## src/logic/memStage_macros.svh

```systemverilog
//==========================================================================
// Sizes and CP0 field positions for the memory stage. The data memory
// wraps at DMEM_WORDS words; bit positions follow the MIPS32 CP0 layout.
//==========================================================================

`ifndef MEMSTAGE_MACROS_SVH
`define MEMSTAGE_MACROS_SVH

// Data memory depth in 32-bit words.
`define DMEM_WORDS 256

// CP0 register numbers.
`define CP0_STATUS 5'd12
`define CP0_CAUSE  5'd13
`define CP0_EPC    5'd14

// Status bits.
`define STATUS_IE  0
`define STATUS_EXL 1

// Low bit of the 8-bit mask in Status and pending field in Cause.
`define IM_LSB 8
`define IP_LSB 8

`endif
```

## src/logic/memStagePkg.sv

```systemverilog
//==========================================================================
// Types shared by the memory stage and its testbench. An all-zero payload
// is a bubble: no load, no store, no write and no exception.
//==========================================================================

`default_nettype none

package memStagePkg;

    typedef enum logic [2:0] {
        LD_NONE, LD_LB, LD_LBU, LD_LH, LD_LHU, LD_LW
    } loadTypeT;

    typedef enum logic [1:0] {
        ST_NONE, ST_SB, ST_SH, ST_SW
    } storeTypeT;

    typedef enum logic [1:0] {
        WB_ALU, WB_OUTB, WB_LOAD  // Value written back.
    } wbSelT;

    typedef struct packed {
        logic gprWr;
        logic cp0Wr;
    } regWrT;

    // Exceptions flagged by earlier stages.
    typedef struct packed {
        logic fetchAdel;
        logic reserved;
        logic overflow;
        logic syscall;
        logic brk;
        logic eret;
    } excFlagsT;

    typedef enum logic [4:0] {
        EXC_INT  = 5'd0,
        EXC_ADEL = 5'd4,
        EXC_ADES = 5'd5,
        EXC_SYS  = 5'd8,
        EXC_BP   = 5'd9,
        EXC_RI   = 5'd10,
        EXC_OV   = 5'd12,
        EXC_NONE = 5'd31
    } excCodeT;

    typedef struct packed {
        logic [31:0] pc;
        logic [31:0] instr;
        logic [31:0] aluOut;   // Address or ALU result.
        logic [31:0] outB;     // Store data.
        logic [4:0]  dst;
        loadTypeT    loadType;
        storeTypeT   storeType;
        wbSelT       wbSel;
        regWrT       regWr;
        excFlagsT    excFlags;
        logic        isBranch; // Branch or jump.
    } exMemT;

    typedef struct packed {
        logic [31:0] pc;
        logic [31:0] aluOut;
        logic [31:0] outB;
        logic [31:0] loadData;
        logic [4:0]  dst;
        wbSelT       wbSel;
        regWrT       regWr;    // Already gated by exceptions.
        logic        isBranch;
        excCodeT     excCode;
        logic [31:0] excEpc;
        logic [31:0] badVaddr;
    } memWbT;

endpackage

`default_nettype wire

```

## src/logic/pipeReg.sv

```systemverilog
//==========================================================================
// Pipeline register for any packed payload. Flush beats write enable and
// loads an all-zero bubble.
//==========================================================================

`timescale 1ns/10ps
`default_nettype none

module pipeReg
    import memStagePkg::*;
#(
    parameter type payloadT = exMemT
) (
    input  wire logic    clk_i,
    input  wire logic    arstN_i,
    input  wire logic    wrEn_i,   // Low holds the contents.
    input  wire logic    flush_i,  // Loads a bubble.
    input  wire payloadT d_i,
    output payloadT      q_o
);

    payloadT payloadQ;

    always_ff @(posedge clk_i or negedge arstN_i) begin
        if (!arstN_i) begin
            payloadQ <= '0;
        end else if (flush_i) begin
            payloadQ <= '0;
        end else if (wrEn_i) begin
            payloadQ <= d_i;
        end
    end

    assign q_o = payloadQ;

endmodule

`default_nettype wire

```

## config.mk

```make
export PLATFORM = sky130hd
export DESIGN_NAME = pipeReg
export DESIGN_NICKNAME = d
export VERILOG_FILES = /design/src/logic/memStage_macros.svh /design/src/logic/memStagePkg.sv /design/src/logic/pipeReg.sv
export SDC_FILE = /design/constraint.sdc
export NUM_CORES = 1
export LEC_CHECK = 0
export ABC_AREA = 1
export BUFFER_PORTS_ARGS = -buffer_cell sky130_fd_sc_hd__buf_2
export CORE_MARGIN = 2
export CORE_UTILIZATION = 31
export DETAILED_ROUTE_END_ITERATION = 16
export PLACE_DENSITY = 0.72
export SYNTH_ARGS = -nofsm -noshare
export SYNTH_HDL_FRONTEND = slang
export SYNTH_SLANG_ARGS = --single-unit
```

## constraint.sdc

```tcl
create_clock -name clk_i -period 0.8 [get_ports clk_i]
set_input_delay 0.16 -clock clk_i [delete_from_list [all_inputs] [get_ports clk_i]]
set_output_delay 0.16 -clock clk_i [all_outputs]
set_load 0.02 [all_outputs]
```

### After elaboration in Yosys (flattened, before gate mapping)

Cells that the tools add are included.

| word-level totals | value |
|---|---|
| flip-flop bits (word level) | 149 |
| bits in latches | 0 |
| memory bits (writable) | 0 |
| bits in read-only memories | 0 |
| input bits | 153 |
| output and inout port bits | 149 |
| memories kept | 0 |

| operators by class | value |
|---|---|
| add/sub/neg operators | 0 |
| multiply operators | 0 |
| divide/modulo/power cells | 0 |
| $lt $le $gt $ge | 0 |
| equal/unequal tests | 0 |
| shift operators | 0 |
| multiplexer cells | 2 |
| bitwise logic cells | 0 |
| reductions and logical operators | 1 |

Operators with widths:

| operator | count |
|---|---|
| 2-to-1 mux 149 bit | 2 |
| nonzero test 2 bit | 1 |

### Longest topological paths before layout

| depth | value |
|---|---|
| depth after elaboration | 2 |
| gate-level depth with buffers | 6 |

### Least setup slack after synthesis

OpenSTA, ideal clock, no wires.

| path | value |
|---|---|
| path kind | in2reg |
| start | input wrEn_i |
| end | register payloadQ (netlist bit q_o[138]) |
| setup time | 0.066 ns |
| arrival | 0.811 ns |
| data required time | 0.734 ns |
| path slack | -0.076 ns |
| stages on the path | 6 |
| cell sequence | buf_2 nor2_4 buf_4 buf_4 nand2_1 nand2_1 |

| on the way | value |
|---|---|
| longest elaborated chain between the ends | 1 |

Ends and longest elaborated chain:

| item | line | RTL |
|---|---|---|
| start: declaration | pipeReg.sv:16 | `input wire logic wrEn_i,` |
| nonzero test 2 bit (no source line) | - |  |
| end signal: assignment | pipeReg.sv:30 | `payloadQ <= d_i;` |
| end: declaration | pipeReg.sv:22 | `payloadT payloadQ;` |

Every way passes these cells.
A chain may end at the register's enable or synchronous reset.

### Worst setup path after layout

| path | value |
|---|---|
| start | register payloadQ (netlist bit q_o[24]) |
| end | output q_o[24] (netlist name) |

RTL lines:

| item | line | RTL |
|---|---|---|
| end: declaration | pipeReg.sv:19 | `output payloadT q_o` |

No word-level cell between the ends.

==> flow_summary.ini <==
[logic_synthesis]
synth_top_cells_by_count = 298 x nand2_1, 149 x dfrtp_1, 149 x nand3_1, 40 x buf_2, 5 x clkbuf_1
yosysUniqueCellTypes = 9
synth_cells = 647
synth_edf_count = 0
synth_area_leaders = dfrtp_1 64%, nand2_1 19%, nand3_1 13%, buf_2 3.4%, buf_4 0.38%
synth_top_area_share = 0.636
yosysWarningCount = 0
postSynth.asyncResetShare = 1.00
synth-seq-area-share = 0.636
avgSynthCellArea_um2 = 9.06
ys_ff_latch = 149
netlist_area_um2 = 5860
synth_top_area_cell = dfrtp_1
synth_nets = 800
synth_flop_cell = dfrtp_1
yosysMostFrequentCell = nand2_1

[pwr]
p_total_mw = 21.3
cellLeakagePower_nw = 6.52
power.density_nw_per_um2 = 1800
ir_drop_mv = 1.26

[placed_design]
portBuffers = 301
pre_cts_ws_ns = -0.198
gp_congestion = 0.790
detailed_place_hpwl_um = 13000

[status]
status = finished, violations left
violations = negative setup slack

[floorplan]
core_um2 = 18600
dieHeight_um = 141
core.rowCount = 50
die-area_um2 = 20000
die_x_um = 141
io_pins = 302
initial_core_util = 0.314

[cts]
cts_tree = built
cts_buffer_depth = 2
cts_htree_levels = 4
clock_latency_ns = 0.40
clock-sinks = 149
root_buffer = clkbuf_16
cts_buffers = 17
path_clk_slew_ns = 0.07

[global_route]
grt_first_pass_wirelength_um = 37100
grt_use_total = 0.235
grt_max_degree = 42
grt_pass1_vias = 7237
grt_overflow = 0
antenna_found_initial = 0

[finish]
nFillCells = 1262
multi_input_area_um2 = 1930
diodes = 0
finalNetCount = 1369
post-route-util = 0.637
largest_register_ffs = 149
drive_above_1_share = 0.419
regArea_um2 = 3730
syn_to_final_growth_pct = 103

[timing]
finalSetupTns_ns = -45.68
fmax_mhz = 871
fin_crit_sh = 1.43
period_minus_slack_ns = 1.15
holdWs_ns = 0.0218
finalHoldViolCount = 0
rsz0062_at_grt = yes
setup_violations = 170
fin_skew_ns = 0
postLayoutSetupSlackWorst_ns = -0.348
tightest_slew_ns = 0.236
slew_violations = 0
slew_headroom = 0.843

[routing]
route.detailed.drc = 0
drt_iter0_drc = 418
dr_total_vias = 7157
wl_um = 25800
dr.pass1.iters = 5
detail-route-antenna-nets = 0
viasPerCell = 4.90
routedWlPerCell_um = 17.7

[worst_setup_path]
crit_type = flop to output pin
cp.arrival_ns = 0.99
cp-start-kind = flop
crit_chain = buf_6
path_max_fanout = 2
path_buf_inv = 1
cpPeakStageDelay_ns = 0.42
reg2reg_from = q_o[2]
crit_family = flip-flops
crit_start = q_o[24]
cp_slowest_cell = dfrtp_1
cp.required_ns = 0.64
endpoint_kind = output pin

[run]
cap_viol_max_count = 0

[hold_path]
holdCritStartpoint = d_i[63]
hold_path_class = primary input to flop
==> kinds of logic (layout without fill, tap and decap cells) <==
group                  Yosys count  in the layout  synth area share
buffers and inverters           50            631            0.0438
flip-flops                     149            149             0.636
AND/OR/NAND/NOR                448            448             0.320
==> layout make-up <==
class	instances	area share
sequential	149	0.314
multi-input combinational	448	0.163
inverter	1	0.000527
clock buffer	21	0.0396
clock inverter	10	0.0141
timing repair buffer	599	0.444
tap	234	0.0247
==> through the flow <==
step                instances  cell area, um^2
finish                   1462            11900
global route             1462            11900
CTS                      1408            11400
detailed placement       1197             8110
global placement         1197             8110
floorplan                 647             5930
==> final timing paths <==
| path | slack (ns) | cells after the start | to |
|---|---|---|---|
| worst max-delay path | -0.35 | 1 | q_o[24] |
| worst min-delay path | 0.02 | 3 | q_o[63] |
| worst max register to register | -0.09 | 4 | q_o[2] |
| worst min register to register | 0.49 | 2 | q_o[134] |
| max in group asynchronous | 0.14 | 3 | q_o[49] |
| min in group asynchronous | 0.16 | 2 | q_o[120] |
==> placed cells by master (no fill, tap or decap) <==
cell type      netlist  routed
nand2_2              0      20
clkbuf_1             5       1
clkinv_2             0       1
inv_6                0       3
nand3_1            149     149
nand2_1            298     277
clkinv_4             0       1
bufinv_16            0       4
nand2_4              0       1
dfrtp_1            149     149
clkinvlp_4           0       1
inv_4                0       1
buf_6                1     158
nor2_4               1       1
buf_4                3     136
dlygate4sd3_1        0     138
clkbuf_8             0       3
buf_12               0      17
clkbuf_16            0      17
buf_2               40     150
==> routing by layer <==
layer	track usage	part of all wire	vias to the layer above
met5	0	0	-
met4	0.124	0.038	0
met3	0.0699	0.094	85
met2	0.400	0.50	462
met1	0.269	0.37	3403
li1	-	-	3207
==> power by group <==
| part | total (mW) | internal, mW | switching, mW |
|---|---|---|---|
| clock | 8.61 | 5.49 | 3.12 |
| combinational | 4.38 | 2.35 | 2.04 |
| sequential | 8.32 | 7.96 | 0.357 |
| total | 21.3 | 15.8 | 5.51 |
==> repair_timing <==
item                                    in CTS  in global routing
hold buffers                               138                  0
endpoints found under the hold margin      286                  0
gates resized for setup                    298                 30
endpoints found under the setup margin     149                157
pin swaps                                    0                  8
buffers inserted                            42                 55
Power figures use the tool's default switching activity.
