--- config.mk ---
export PLATFORM = sky130hd
export DESIGN_NAME = exceptionUnit
export DESIGN_NICKNAME = d
export VERILOG_FILES = /design/src/logic/memStagePkg.sv /design/src/logic/exceptionUnit.sv
export VERILOG_INCLUDE_DIRS = /design/src /design/src/logic
export SDC_FILE = /design/constraint.sdc
export NUM_CORES = 1
export LEC_CHECK = 0
export BUFFER_PORTS_ARGS = -buffer_cell sky130_fd_sc_hd__buf_2
export CAP_MARGIN = 5
export CORE_AREA = 3 3 124 126
export DETAILED_ROUTE_END_ITERATION = 8
export DIE_AREA = 0 0 127 129
export PLACE_DENSITY_LB_ADDON = 0.12
export SYNTH_ARGS = -nofsm -noshare
export SYNTH_HDL_FRONTEND = slang
export SYNTH_SLANG_ARGS = --single-unit
--- constraint.sdc ---
create_clock -name vclk -period 4.2
set_clock_uncertainty 0.15 [all_clocks]
set_input_delay 0.84 -clock vclk [all_inputs]
set_output_delay 0.84 -clock vclk [all_outputs]
set_load 0.01 [all_outputs]
--- src/logic/memStage_macros.svh ---
//==========================================================================
// Sizes and CP0 field positions for the memory stage. The data memory
// wraps at DMEM_WORDS words; bit positions follow the MIPS32 CP0 layout.
//==========================================================================

`ifndef MEMSTAGE_MACROS_SVH
`define MEMSTAGE_MACROS_SVH

// Data memory depth in 32-bit words.
`define DMEM_WORDS 256

// CP0 register numbers.
`define CP0_STATUS 5'd12
`define CP0_CAUSE  5'd13
`define CP0_EPC    5'd14

// Status bits.
`define STATUS_IE  0
`define STATUS_EXL 1

// Low bit of the 8-bit mask in Status and pending field in Cause.
`define IM_LSB 8
`define IP_LSB 8

`endif
--- src/logic/memStagePkg.sv ---
//==========================================================================
// Types shared by the memory stage and its testbench. An all-zero payload
// is a bubble: no load, no store, no write and no exception.
//==========================================================================

`default_nettype none

package memStagePkg;

    typedef enum logic [2:0] {
        LD_NONE, LD_LB, LD_LBU, LD_LH, LD_LHU, LD_LW
    } loadTypeT;

    typedef enum logic [1:0] {
        ST_NONE, ST_SB, ST_SH, ST_SW
    } storeTypeT;

    typedef enum logic [1:0] {
        WB_ALU, WB_OUTB, WB_LOAD  // Value written back.
    } wbSelT;

    typedef struct packed {
        logic gprWr;
        logic cp0Wr;
    } regWrT;

    // Exceptions flagged by earlier stages.
    typedef struct packed {
        logic fetchAdel;
        logic reserved;
        logic overflow;
        logic syscall;
        logic brk;
        logic eret;
    } excFlagsT;

    typedef enum logic [4:0] {
        EXC_INT  = 5'd0,
        EXC_ADEL = 5'd4,
        EXC_ADES = 5'd5,
        EXC_SYS  = 5'd8,
        EXC_BP   = 5'd9,
        EXC_RI   = 5'd10,
        EXC_OV   = 5'd12,
        EXC_NONE = 5'd31
    } excCodeT;

    typedef struct packed {
        logic [31:0] pc;
        logic [31:0] instr;
        logic [31:0] aluOut;   // Address or ALU result.
        logic [31:0] outB;     // Store data.
        logic [4:0]  dst;
        loadTypeT    loadType;
        storeTypeT   storeType;
        wbSelT       wbSel;
        regWrT       regWr;
        excFlagsT    excFlags;
        logic        isBranch; // Branch or jump.
    } exMemT;

    typedef struct packed {
        logic [31:0] pc;
        logic [31:0] aluOut;
        logic [31:0] outB;
        logic [31:0] loadData;
        logic [4:0]  dst;
        wbSelT       wbSel;
        regWrT       regWr;    // Already gated by exceptions.
        logic        isBranch;
        excCodeT     excCode;
        logic [31:0] excEpc;
        logic [31:0] badVaddr;
    } memWbT;

endpackage

`default_nettype wire

--- src/logic/exceptionUnit.sv ---
//==========================================================================
// Exception arbitration for the instruction in MEM. CP0 inputs are the
// committed values; a CP0 write still in writeback is bypassed here.
//==========================================================================

`timescale 1ns/10ps
`default_nettype none
`include "memStage_macros.svh"

module exceptionUnit
    import memStagePkg::*;
(
    input  wire logic [31:0] memPc_i,
    input  wire logic [31:0] memAddr_i,
    input  wire excFlagsT    excFlags_i,
    input  wire excCodeT     memFault_i,
    input  wire regWrT       regWr_i,
    input  wire logic        wbIsBranch_i,   // MEM instr sits in a delay slot.
    input  wire logic        wbCp0Wr_i,
    input  wire logic [4:0]  wbCp0Addr_i,
    input  wire logic [31:0] wbCp0Data_i,
    input  wire logic [31:0] cp0Status_i,
    input  wire logic [31:0] cp0Cause_i,
    input  wire logic [31:0] cp0Epc_i,
    output regWrT            regWr_o,
    output excCodeT          excCode_o,
    output logic [31:0]      excEpc_o,
    output logic [31:0]      badVaddr_o,
    output logic             storeOk_o,
    output logic             idFlush_o,
    output logic             exFlush_o,
    output logic             memFlush_o,
    output logic             isExcOrEret_o,
    output logic [31:0]      eretEpc_o
);

    logic [31:0] effStatus;
    logic [31:0] effCause;
    logic [31:0] effEpc;
    logic        intTaken;
    logic        isExcOrEret;

    assign effStatus = (wbCp0Wr_i && wbCp0Addr_i == `CP0_STATUS) ? wbCp0Data_i : cp0Status_i;
    assign effCause  = (wbCp0Wr_i && wbCp0Addr_i == `CP0_CAUSE)  ? wbCp0Data_i : cp0Cause_i;
    assign effEpc    = (wbCp0Wr_i && wbCp0Addr_i == `CP0_EPC)    ? wbCp0Data_i : cp0Epc_i;

    // Bubbles carry pc zero and never take an interrupt.
    assign intTaken = effStatus[`STATUS_IE] && !effStatus[`STATUS_EXL] &&
                      |(effStatus[`IM_LSB +: 8] & effCause[`IP_LSB +: 8]) &&
                      (memPc_i != 32'd0);

    // Fixed priority, oldest cause first.
    always_comb begin
        excCode_o  = EXC_NONE;
        badVaddr_o = '0;
        if (intTaken) begin
            excCode_o = EXC_INT;
        end else if (excFlags_i.fetchAdel) begin
            excCode_o  = EXC_ADEL;
            badVaddr_o = memPc_i;        // Fetch address.
        end else if (excFlags_i.reserved) begin
            excCode_o = EXC_RI;
        end else if (excFlags_i.overflow) begin
            excCode_o = EXC_OV;
        end else if (excFlags_i.syscall) begin
            excCode_o = EXC_SYS;
        end else if (excFlags_i.brk) begin
            excCode_o = EXC_BP;
        end else if (memFault_i != EXC_NONE) begin
            excCode_o  = memFault_i;
            badVaddr_o = memAddr_i;      // Data address.
        end
    end

    assign isExcOrEret = (excCode_o != EXC_NONE) || excFlags_i.eret;

    assign excEpc_o = wbIsBranch_i ? memPc_i - 32'd4 : memPc_i;

    assign regWr_o   = isExcOrEret ? '0 : regWr_i;
    assign storeOk_o = !isExcOrEret;

    // Same pulse to every earlier stage.
    assign idFlush_o     = isExcOrEret;
    assign exFlush_o     = isExcOrEret;
    assign memFlush_o    = isExcOrEret;
    assign isExcOrEret_o = isExcOrEret;

    assign eretEpc_o = effEpc;

endmodule

`default_nettype wire

* Yosys cells after proc, flatten, opt, wreduce, memory -nomap -nowiden
Index checks and enable logic that the tools add are counted.
** Storage, ports and cells
- Latch bits :: 0
- Memories kept :: 0
- ROM bits :: 0
- Bits in registers :: 0
- RAM bits :: 0
- Output and inout bits :: 108
- Input port bits :: 212
- Word-level logic and storage cells :: 37
** Cells by class
- Shifts and indexed selects :: 0
- Muxes and demuxes :: 19
- $add $sub $neg :: 1
- Div/mod/pow operators :: 0
- Reductions and logical operators :: 11
- Equal/unequal tests :: 5
- $mul :: 0
- Bitwise logic cells :: 1
- Order comparisons :: 0
** Operators by type and width (count)
- two-way mux 32 bit :: 9
- two-way mux 5 bit :: 7
- two-way mux 16 bit :: 2
- nonzero test 32 bit :: 1
- subtractor 32 x 3 -> 32 bit (second input constant) :: 1
- equality test 5 x 4 -> 1 bit (second input constant) :: 3
- != test 5 bit (second input constant) :: 2
- bitwise AND 8 bit :: 1
- OR reduction 8 bit :: 1
- logical AND 1 bit :: 6
- zero test 1 bit :: 2
- two-way mux 2 bit :: 1
- logical OR 1 bit :: 1

* Longest topological paths before layout
Gate-level depths: netlist of run 1.
- Depth after elaboration :: 11
- Gate-level depth with buffers :: 8
- Mapped depth without buffers :: 6

* Least setup slack after synthesis of run 1
Ideal clock, no wire load.
- Path type :: in2out
- Start :: input port memPc_i[10]
- End :: output port idFlush_o
- Arrival time :: 2777 ps
- Cell stages on the path :: 7
- Path buffers :: 3
- Slack :: 433 ps
- Data required time :: 3210 ps
- Path through :: or4_4 or3_1 buf_2 o31a_4 buf_6 a21bo_1 buf_4
** Between the ends
- Longest elaborated chain between the ends :: 5
** RTL lines
- start: declaration :: RTL line exceptionUnit.sv:13 : input wire logic [31:0] memPc_i,
- nonzero test 32 bit :: RTL line exceptionUnit.sv:50 : (memPc_i != 32'd0);
- logical AND 1 bit :: RTL line exceptionUnit.sv:48 : assign intTaken = effStatus[`STATUS_IE] && !effStatus[`STATUS_EXL] &&
- two-way mux 5 bit :: RTL line exceptionUnit.sv:56 : if (intTaken) begin
- != test 5 bit :: RTL line exceptionUnit.sv:75 : assign isExcOrEret = (excCode_o != EXC_NONE) || excFlags_i.eret;
- logical OR 1 bit :: RTL line exceptionUnit.sv:75
- end: declaration :: RTL line exceptionUnit.sv:30 : output logic idFlush_o,
Every way passes these cells.

* Worst setup path in the final report of run 1
- Start :: input port memPc_i[10]
- End :: output port badVaddr_o[11]
** Between the ends
- Longest elaborated chain between the ends :: 3
** RTL lines
- nonzero test 32 bit :: RTL line exceptionUnit.sv:50
- logical AND 1 bit :: RTL line exceptionUnit.sv:48
- two-way mux 32 bit :: RTL line exceptionUnit.sv:56
- end: declaration :: RTL line exceptionUnit.sv:28 : output logic [31:0] badVaddr_o,
Every way passes these cells.

==> results of run 1 <==
==> through the flow <==
stage | std cells | hold slack (ps) | total power [mW]
final | 712 | 1750 | 0.307
after global placement | 712 | 1750 | 0.309
after floorplan | 268 | 1610 | 0.134
after CTS | 712 | 1750 | 0.312
after detailed placement | 712 | 1750 | 0.311
after global routing | 712 | 1760 | 0.338
==> routing by layer <==
metal | global-route usage, % | wire (microns) | vias up
met5 | 0 | 27 | -
met1 | 13.9 | 4170 | 1438
li1 | - | - | 1554
met2 | 25.2 | 6180 | 182
met3 | 3.11 | 1140 | 8
met4 | 0.946 | 97 | 4
==> worst min path at each step <==
| stage | start | endpoint | slack [ps] |
|---|---|---|---|
| after floorplan | wbIsBranch_i | excEpc_o[2] | 1610 |
| after global placement | memPc_i[1] | excEpc_o[1] | 1750 |
| after detailed placement | memPc_i[1] | excEpc_o[1] | 1750 |
| after CTS | memPc_i[1] | excEpc_o[1] | 1750 |
| after global routing | memPc_i[1] | excEpc_o[1] | 1760 |
| final | memPc_i[1] | excEpc_o[1] | 1750 |
==> final cells by class <==
type | count | area [sq um] | area share, %
Inverter | 7 | 26.3 | 0.757
Timing Repair Buffer | 287 | 1470 | 42.3
Tap cell | 184 | 230 | 6.63
Multi-Input combinational cell | 234 | 1750 | 50.3
==> layout by cell type (no fill, tap or decap), types with 7 or more instances in the layout <==
| cell | instances |
|---|---|
| nor3_1 | 8 |
| xor2_1 | 13 |
| mux2_2 | 32 |
| buf_4 | 13 |
| nand2_1 | 13 |
| a22oi_1 | 37 |
| buf_2 | 274 |
| a21oi_1 | 39 |
| inv_1 | 7 |
| nor2_1 | 10 |
| xnor2_1 | 15 |
| nor4_1 | 7 |
==> where the power goes <==
| group | leakage [nW] | internal [mW] | switching [mW] |
|---|---|---|---|
| clock network | 0 | 0 | 0 |
| registers | 0 | 0 | 0 |
| logic | 1.72 | 0.148 | 0.159 |
| total | 1.72 | 0.148 | 0.159 |
==> cell families (layout without fill, tap and decap cells) <==
logic type / Yosys count / after routing
buffers and inverters: 34 / 294
XOR/XNOR: 28 / 28
AO/OA/AOI/OAI: 98 / 98
adder cells (fa/ha/maj): 2 / 2
AND/OR/NAND/NOR: 74 / 74
multiplexers: 32 / 32
==> results.json, run 1 <==
{
  "status": "finished, final reports clean",
  "worstPathRequired_ps": 3210,
  "grt_pass1_vias": 3155,
  "cpLargestDelayFamily": "simple AND/OR/NAND/NOR gates",
  "endpoint_kind": "output pin",
  "setup_tns_ps": 0,
  "path_max_fanout": 22,
  "arrival_ps": 3080,
  "avgRoutedWirePerCell_microns": 16.3,
  "dr.pass1.iters": 4,
  "synth_top_family_by_area": "compound AO/OA/AOI/OAI gates",
  "synthAdderAreaFrac_pct": 1.31,
  "yosys.area.top_type": "mux2_2",
  "ys_warn_count": 0,
  "max_slew.worst_pin.slew_ps": 610,
  "antenna_found_initial": 2,
  "start_util_pct": 13.2,
  "rows": 44,
  "wirelength_microns": 11600,
  "io_buffers": 274,
  "ctsResizeCount": 0,
  "crit_cells": 7,
  "slew_violations": 0,
  "fin_nets": 744,
  "post-route-cell-area_sq_um": 3470,
  "hold_viol_final": 0,
  "hold_buffers": 0,
  "coreArea_sq_um": 14400,
  "synthTopCellsByArea": "mux2_2 19%, a22oi_1 15%, a21oi_1 10%, xnor2_1 6.9%, xor2_1 6.0%",
  "fillCellCount": 1652,
  "synthXorXnorAreaFrac_pct": 12.9,
  "cp-start-kind": "primary input",
  "finalCritPeriodShare_pct": 97.0,
  "antenna_cells": 0,
  "seq_area_sq_um": 0,
  "die_h_microns": 129,
  "place_congestion": 0.793,
  "syn_area_per_cell_sq_um": 7.12,
  "syn_nets": 482,
  "yosys.area_share.simple_pct": 23.2,
  "io_pins": 320,
  "worstSetupEndpoint": "badVaddr_o[11]",
  "setup_violations": 0,
  "layout-drive-gt1-share_pct": 62.5,
  "post_dp_cell_area_sq_um": 3470,
  "grt_max_degree": 42,
  "fin_util_pct": 24.1,
  "path_cells": "buf_2 -> or4_4 -> or3_1 -> o31a_4 -> buf_4 -> a21oi_1 -> buf_2",
  "syn2layout_area_growth_pct": 82.1,
  "crit_path_frequent_cell": "buf_2",
  "synth_mux_area_share_pct": 18.9,
  "drtIter0Drc": 80,
  "max_stage_delay_ps": 560,
  "whs_path_depth": 2,
  "drc_errors": 0,
  "dieArea_sq_um": 16400,
  "fmax_mhz": 246,
  "rsz0062_at_grt": "no",
  "viasPerCell": 4.47,
  "die_x_microns": 127,
  "syn_inst": 268,
  "hpwlAfterDp_microns": 10200,
  "seq_cells": 0,
  "synthDominantCellAreaShare_pct": 18.9,
  "maxCapViolations": 0,
  "yosysUniqueCellTypes": 47,
  "synth_common_cells": "39 x a21oi_1, 37 x a22oi_1, 32 x mux2_2",
  "power_density_nw_per_um2": 88.3,
  "hp-class": "primary input to output pin",
  "cp_num_buf_inv": 3,
  "synth_compound_area_share_pct": 34.4,
  "antenna_left": 0,
  "grt_pass1_wl_microns": 16900,
  "min_period_ps": 4070,
  "peakVddDrop_uv": 28.9,
  "postCtsSetupRepairBufs": 0,
  "grt_use_total_pct": 12.6,
  "fin_ws_ps": 128,
  "power.leakage_nw": 1.72,
  "place_ws_ps": 104,
  "maxSlewHeadroom_pct": 58.9,
  "vias": 3186,
  "yosysMostFrequentCell": "a21oi_1",
  "crit_type": "primary input to output pin",
  "synth_area_sq_um": 1910,
  "overflow": 0,
  "critPathLaunch": "memPc_i[10]",
  "nClkBuffers": 0,
  "cp_slowest_cell": "or4_4",
  "seq_area_frac_synth_pct": 0
}
(Power assumes the default switching activity.)
==> run 2: changes to the inputs <==
--- a/config.mk
+++ b/config.mk
@@ -6,11 +6,11 @@
 export SDC_FILE = /design/constraint.sdc
 export NUM_CORES = 1
 export LEC_CHECK = 0
-export BUFFER_PORTS_ARGS = -buffer_cell sky130_fd_sc_hd__buf_2
 export CAP_MARGIN = 5
-export CORE_AREA = 3 3 124 126
+export CORE_AREA = 3 3 125 127
 export DETAILED_ROUTE_END_ITERATION = 8
-export DIE_AREA = 0 0 127 129
+export DIE_AREA = 0 0 128 130
+export DONT_BUFFER_PORTS = 1
 export PLACE_DENSITY_LB_ADDON = 0.12
 export SYNTH_ARGS = -nofsm -noshare
 export SYNTH_HDL_FRONTEND = slang
==> results.json, run 2 (synthesis results as in run 1) <==
{
  "viasPerCell": 5.08,
  "crit_type": "primary input to output pin",
  "vias": 2223,
  "grt_pass1_vias": 1988,
  "grt_max_degree": 42,
  "ctsResizeCount": 0,
  "path_cells": "or4_4 -> or3_1 -> o31a_4 -> a211oi_1 -> buf_4",
  "seq_area_sq_um": 0,
  "dr.pass1.iters": 4,
  "multi_input_area_sq_um": 1750,
  "layout-drive-gt1-share_pct": 22.0,
  "io_buffers": 0,
  "min_period_ps": 3940,
  "io_pins": 320,
  "p_clk_share_pct": 0,
  "cp_num_buf_inv": 1,
  "antenna_cells": 0,
  "dieArea_sq_um": 16600,
  "final_common_cell": "a21oi_1",
  "grt_pass1_wl_microns": 13500,
  "seq_cells": 0,
  "power_uw": 148,
  "post_dp_cell_area_sq_um": 2110,
  "overflow": 0,
  "die_x_microns": 128,
  "p_int_uw": 59.0,
  "path_max_fanout": 41,
  "antenna_found_initial": 0,
  "status": "finished, final reports clean",
  "drc_errors": 0,
  "layout_common_cells": "39 x a21oi_1, 37 x a22oi_1, 32 x mux2_2",
  "cpLargestDelayFamily": "simple AND/OR/NAND/NOR gates",
  "nClkBuffers": 0,
  "hold_viol_final": 0,
  "setup_violations": 0,
  "cp-start-kind": "primary input",
  "max_slew.worst_pin.slew_ps": 486,
  "fin_util_pct": 14.5,
  "p_switching_uw": 89.3,
  "avgRoutedWirePerCell_microns": 23.7,
  "max_stage_delay_ps": 570,
  "rows": 44,
  "worstHoldStart": "memPc_i[0]",
  "fin_nets": 470,
  "cp_slowest_cell": "o31a_4",
  "die_h_microns": 130,
  "arrival_ps": 2950,
  "antenna_left": 0,
  "hp-class": "primary input to output pin",
  "power.share.switching_pct": 60.2,
  "power.leakage_nw": 0.612,
  "hpwlAfterDp_microns": 8990,
  "critPathLaunch": "memPc_i[10]",
  "post-route-cell-area_sq_um": 2110,
  "crit_cells": 5,
  "worstPathRequired_ps": 3210,
  "hold_buffers": 0,
  "endpoint_kind": "output pin",
  "slew_violations": 0,
  "rsz0062_at_grt": "no",
  "maxCapViolations": 0,
  "finalCritPeriodShare_pct": 93.9,
  "coreArea_sq_um": 14500,
  "place_congestion": 0.732,
  "setup_tns_ps": 0,
  "worstSetupEndpoint": "excCode_o[1]",
  "power_frac_comb_pct": 100.0,
  "power_density_nw_per_um2": 70.2,
  "fmax_mhz": 254,
  "maxSlewHeadroom_pct": 67.4,
  "grt_use_total_pct": 10.5,
  "start_util_pct": 13.1,
  "syn2layout_area_growth_pct": 10.8,
  "drtIter0Drc": 122,
  "fillCellCount": 1693,
  "wirelength_microns": 10400,
  "seqPwrFrac_pct": 0,
  "postCtsSetupRepairBufs": 0,
  "peakVddDrop_uv": 24.2
}
[run 2: final cells by class]
cell class / count / area share (%)
Inverter: 7 / 1.24
Timing Repair Buffer: 13 / 5.21
Multi-Input combinational cell: 234 / 82.7
Tap cell: 184 / 10.9
[run 2: routing by layer]
| layer | track usage, % | wire [microns] | vias up | part of all wire (%) |
|---|---|---|---|---|
| met5 | 0 | 0 | - | 0 |
| met4 | 0.375 | 52 | 0 | 0.50 |
| met3 | 2.70 | 1150 | 2 | 11 |
| met2 | 20.9 | 5600 | 181 | 54 |
| met1 | 11.7 | 3580 | 1038 | 34 |
| li1 | - | - | 1002 | - |
[run 2: worst min-delay path by stage]
stage	endpoint	slack (ps)	cells past startpoint
2_1_floorplan	excEpc_o[2]	1610	1
4_1_cts	excEpc_o[1]	1530	0
3_3_place_gp	excEpc_o[1]	1530	0
3_5_place_dp	excEpc_o[1]	1530	0
5_1_grt	excEpc_o[0]	1530	0
6_report	excEpc_o[0]	1530	0
[run 2: through the flow]
| stage | setup slack [ps] | instances | hold slack (ps) |
|---|---|---|---|
| 3_3_place_gp | 227 | 438 | 1530 |
| 4_1_cts | 196 | 438 | 1530 |
| 6_report | 257 | 438 | 1530 |
| 5_1_grt | 46.8 | 438 | 1530 |
| 2_1_floorplan | 433 | 268 | 1610 |
| 3_5_place_dp | 206 | 438 | 1530 |
[run 2: power groups by stage]
stage / Combinational (mW) / Sequential (mW) / Clock, mW
after floorplan: 0.134 / 0 / 0
after global placement: 0.153 / 0 / 0
after detailed placement: 0.152 / 0 / 0
after CTS: 0.152 / 0 / 0
after global routing: 0.161 / 0 / 0
final: 0.148 / 0 / 0
==> run 3: changes to the inputs <==
--- a/config.mk
+++ b/config.mk
@@ -6,11 +6,11 @@
 export SDC_FILE = /design/constraint.sdc
 export NUM_CORES = 1
 export LEC_CHECK = 0
+export BUFFER_PORTS_ARGS = -buffer_cell sky130_fd_sc_hd__buf_2
 export CAP_MARGIN = 5
-export CORE_AREA = 3 3 125 127
+export CORE_AREA = 3 3 123 125
 export DETAILED_ROUTE_END_ITERATION = 8
-export DIE_AREA = 0 0 128 130
-export DONT_BUFFER_PORTS = 1
+export DIE_AREA = 0 0 126 128
 export PLACE_DENSITY_LB_ADDON = 0.12
 export SYNTH_ARGS = -nofsm -noshare
 export SYNTH_HDL_FRONTEND = slang
==> constraint.sdc (replaced) <==
create_clock -name vclk -period 3.25
set_clock_uncertainty 0.15 [all_clocks]
set_input_delay 0.65 -clock vclk [all_inputs]
set_output_delay 0.65 -clock vclk [all_outputs]
set_load 0.01 [all_outputs]
==> results.json, run 3 (synthesis results as in run 1) <==
{
  "final_common_cell": "buf_2",
  "path_max_fanout": 6,
  "start_util_pct": 13.6,
  "slew_violations": 0,
  "power.leakage_nw": 2.04,
  "cp_slowest_cell": "or4_4",
  "grt_use_total_pct": 13.1,
  "power_density_nw_per_um2": 112,
  "wirelength_microns": 12300,
  "worstSetupEndpoint": "memFlush_o",
  "place_congestion": 0.819,
  "setup_violations": 51,
  "max_slew.worst_pin.slew_ps": 487,
  "rsz0062_at_grt": "yes",
  "rows": 43,
  "crit_path_frequent_cell": "buf_6",
  "fin_ws_ps": -153,
  "finalCritPeriodShare_pct": 105,
  "avgRoutedWirePerCell_microns": 16.4,
  "power_uw": 463,
  "seq_cells": 0,
  "seq_area_sq_um": 0,
  "coreArea_sq_um": 14000,
  "place_inst": 735,
  "nClkBuffers": 0,
  "min_period_ps": 3400,
  "path_cells": "buf_6 -> or4_4 -> nor4_4 -> buf_4 -> nand2_4 -> o31a_4 -> buf_12 -> a21bo_4 -> buf_6",
  "cp-start-kind": "primary input",
  "dr.pass1.iters": 4,
  "grt_pass1_wl_microns": 17600,
  "hp-class": "primary input to output pin",
  "place_ws_ps": -351,
  "fillCellCount": 1577,
  "dieArea_sq_um": 16100,
  "drtIter0Drc": 72,
  "overflow": 0,
  "status": "finished with violations",
  "hold_buffers": 0,
  "viasPerCell": 4.51,
  "fmax_mhz": 294,
  "maxSlewHeadroom_pct": 66.7,
  "grt_pass1_vias": 3373,
  "fin_nets": 784,
  "setup_tns_ps": -4580,
  "layout_common_cells": "264 x buf_2, 37 x a22oi_1, 37 x buf_4",
  "crit_type": "primary input to output pin",
  "layout-drive-gt1-share_pct": 69.9,
  "io_buffers": 274,
  "die_x_microns": 126,
  "antenna_left": 0,
  "max_stage_delay_ps": 550,
  "grt_max_degree": 33,
  "final_cells": 749,
  "endpoint_kind": "output pin",
  "peakVddDrop_uv": 42.3,
  "critPathLaunch": "memPc_i[27]",
  "arrival_ps": 2600,
  "antenna_found_initial": 2,
  "worstPathRequired_ps": 2450,
  "hpwlAfterDp_microns": 10300,
  "violations": "setup timing",
  "drc_errors": 0,
  "io_pins": 320,
  "maxCapViolations": 0,
  "vias": 3376,
  "die_h_microns": 128,
  "syn2layout_area_growth_pct": 117,
  "hold_viol_final": 0,
  "fin_util_pct": 29.5
}
==> run 3: changes by cell type in the layout (fill, tap and decap cells not counted), moves of 2 or more <==
cell	delta
a21oi_1	-11
a21oi_2	+11
buf_12	+4
buf_2	+264
buf_4	+25
buf_6	+18
nand3_1	-2
nor2_4	+2
or3_1	-2
or3_4	+2
xnor2_1	-3
xnor2_2	+3
==> run 3: critical path: cells and delay by family <==
kind                   cells  cell delay, ps
buffers and inverters      4             530
AO/OA/AOI/OAI              2             580
AND/OR/NAND/NOR            3             830
==> run 3: stage by stage <==
stage                     cell area (sq um)  hold slack [ps]
after floorplan                        1920             1230
after global placement                 3740             1400
after detailed placement               3740             1400
after CTS                              3880             1400
after global routing                   4130             1410
final                                  4130             1400
==> run 3: worst min path at each step <==
stage	start	to	cells past startpoint	slack, ps
after floorplan	wbIsBranch_i	excEpc_o[2]	1	1230
after global placement	memPc_i[1]	excEpc_o[1]	2	1400
after detailed placement	memPc_i[1]	excEpc_o[1]	2	1400
after CTS	memPc_i[1]	excEpc_o[1]	2	1400
after global routing	memPc_i[1]	excEpc_o[1]	2	1410
final	memPc_i[1]	excEpc_o[1]	2	1400
==> run 3: layout make-up <==
cell class	instances	area (sq um)	area share (%)
Timing Repair Buffer	327	1970	47.7
Multi-Input combinational cell	234	1910	46.2
Inverter	7	26.3	0.636
Tap cell	180	225	5.45
Antenna cell	1	2.50	0.0606
==> run 3: repair_timing <==
action | in CTS | in global routing
gates cloned | 1 | 2
buffers inserted | 6 | 4
hold endpoints to repair | 0 | 0
endpoints found under the setup margin | 58 | 52
resized for setup | 17 | 34
pin swaps | 15 | 17
==> run 3: layer usage <==
layer | wire [microns] | vias to the layer above | track usage (%)
met4 | 174 | 2 | 0.379
li1 | - | 1640 | -
met5 | 20 | - | 0
met1 | 4770 | 1539 | 15.5
met3 | 1080 | 9 | 2.63
met2 | 6250 | 186 | 25.6
==> run 3: power by group <==
part | switching (mW) | total [mW] | internal, mW
Combinational | 0.227 | 0.463 | 0.236
Sequential | 0 | 0 | 0
Clock | 0 | 0.0000000412 | 0.0000000411
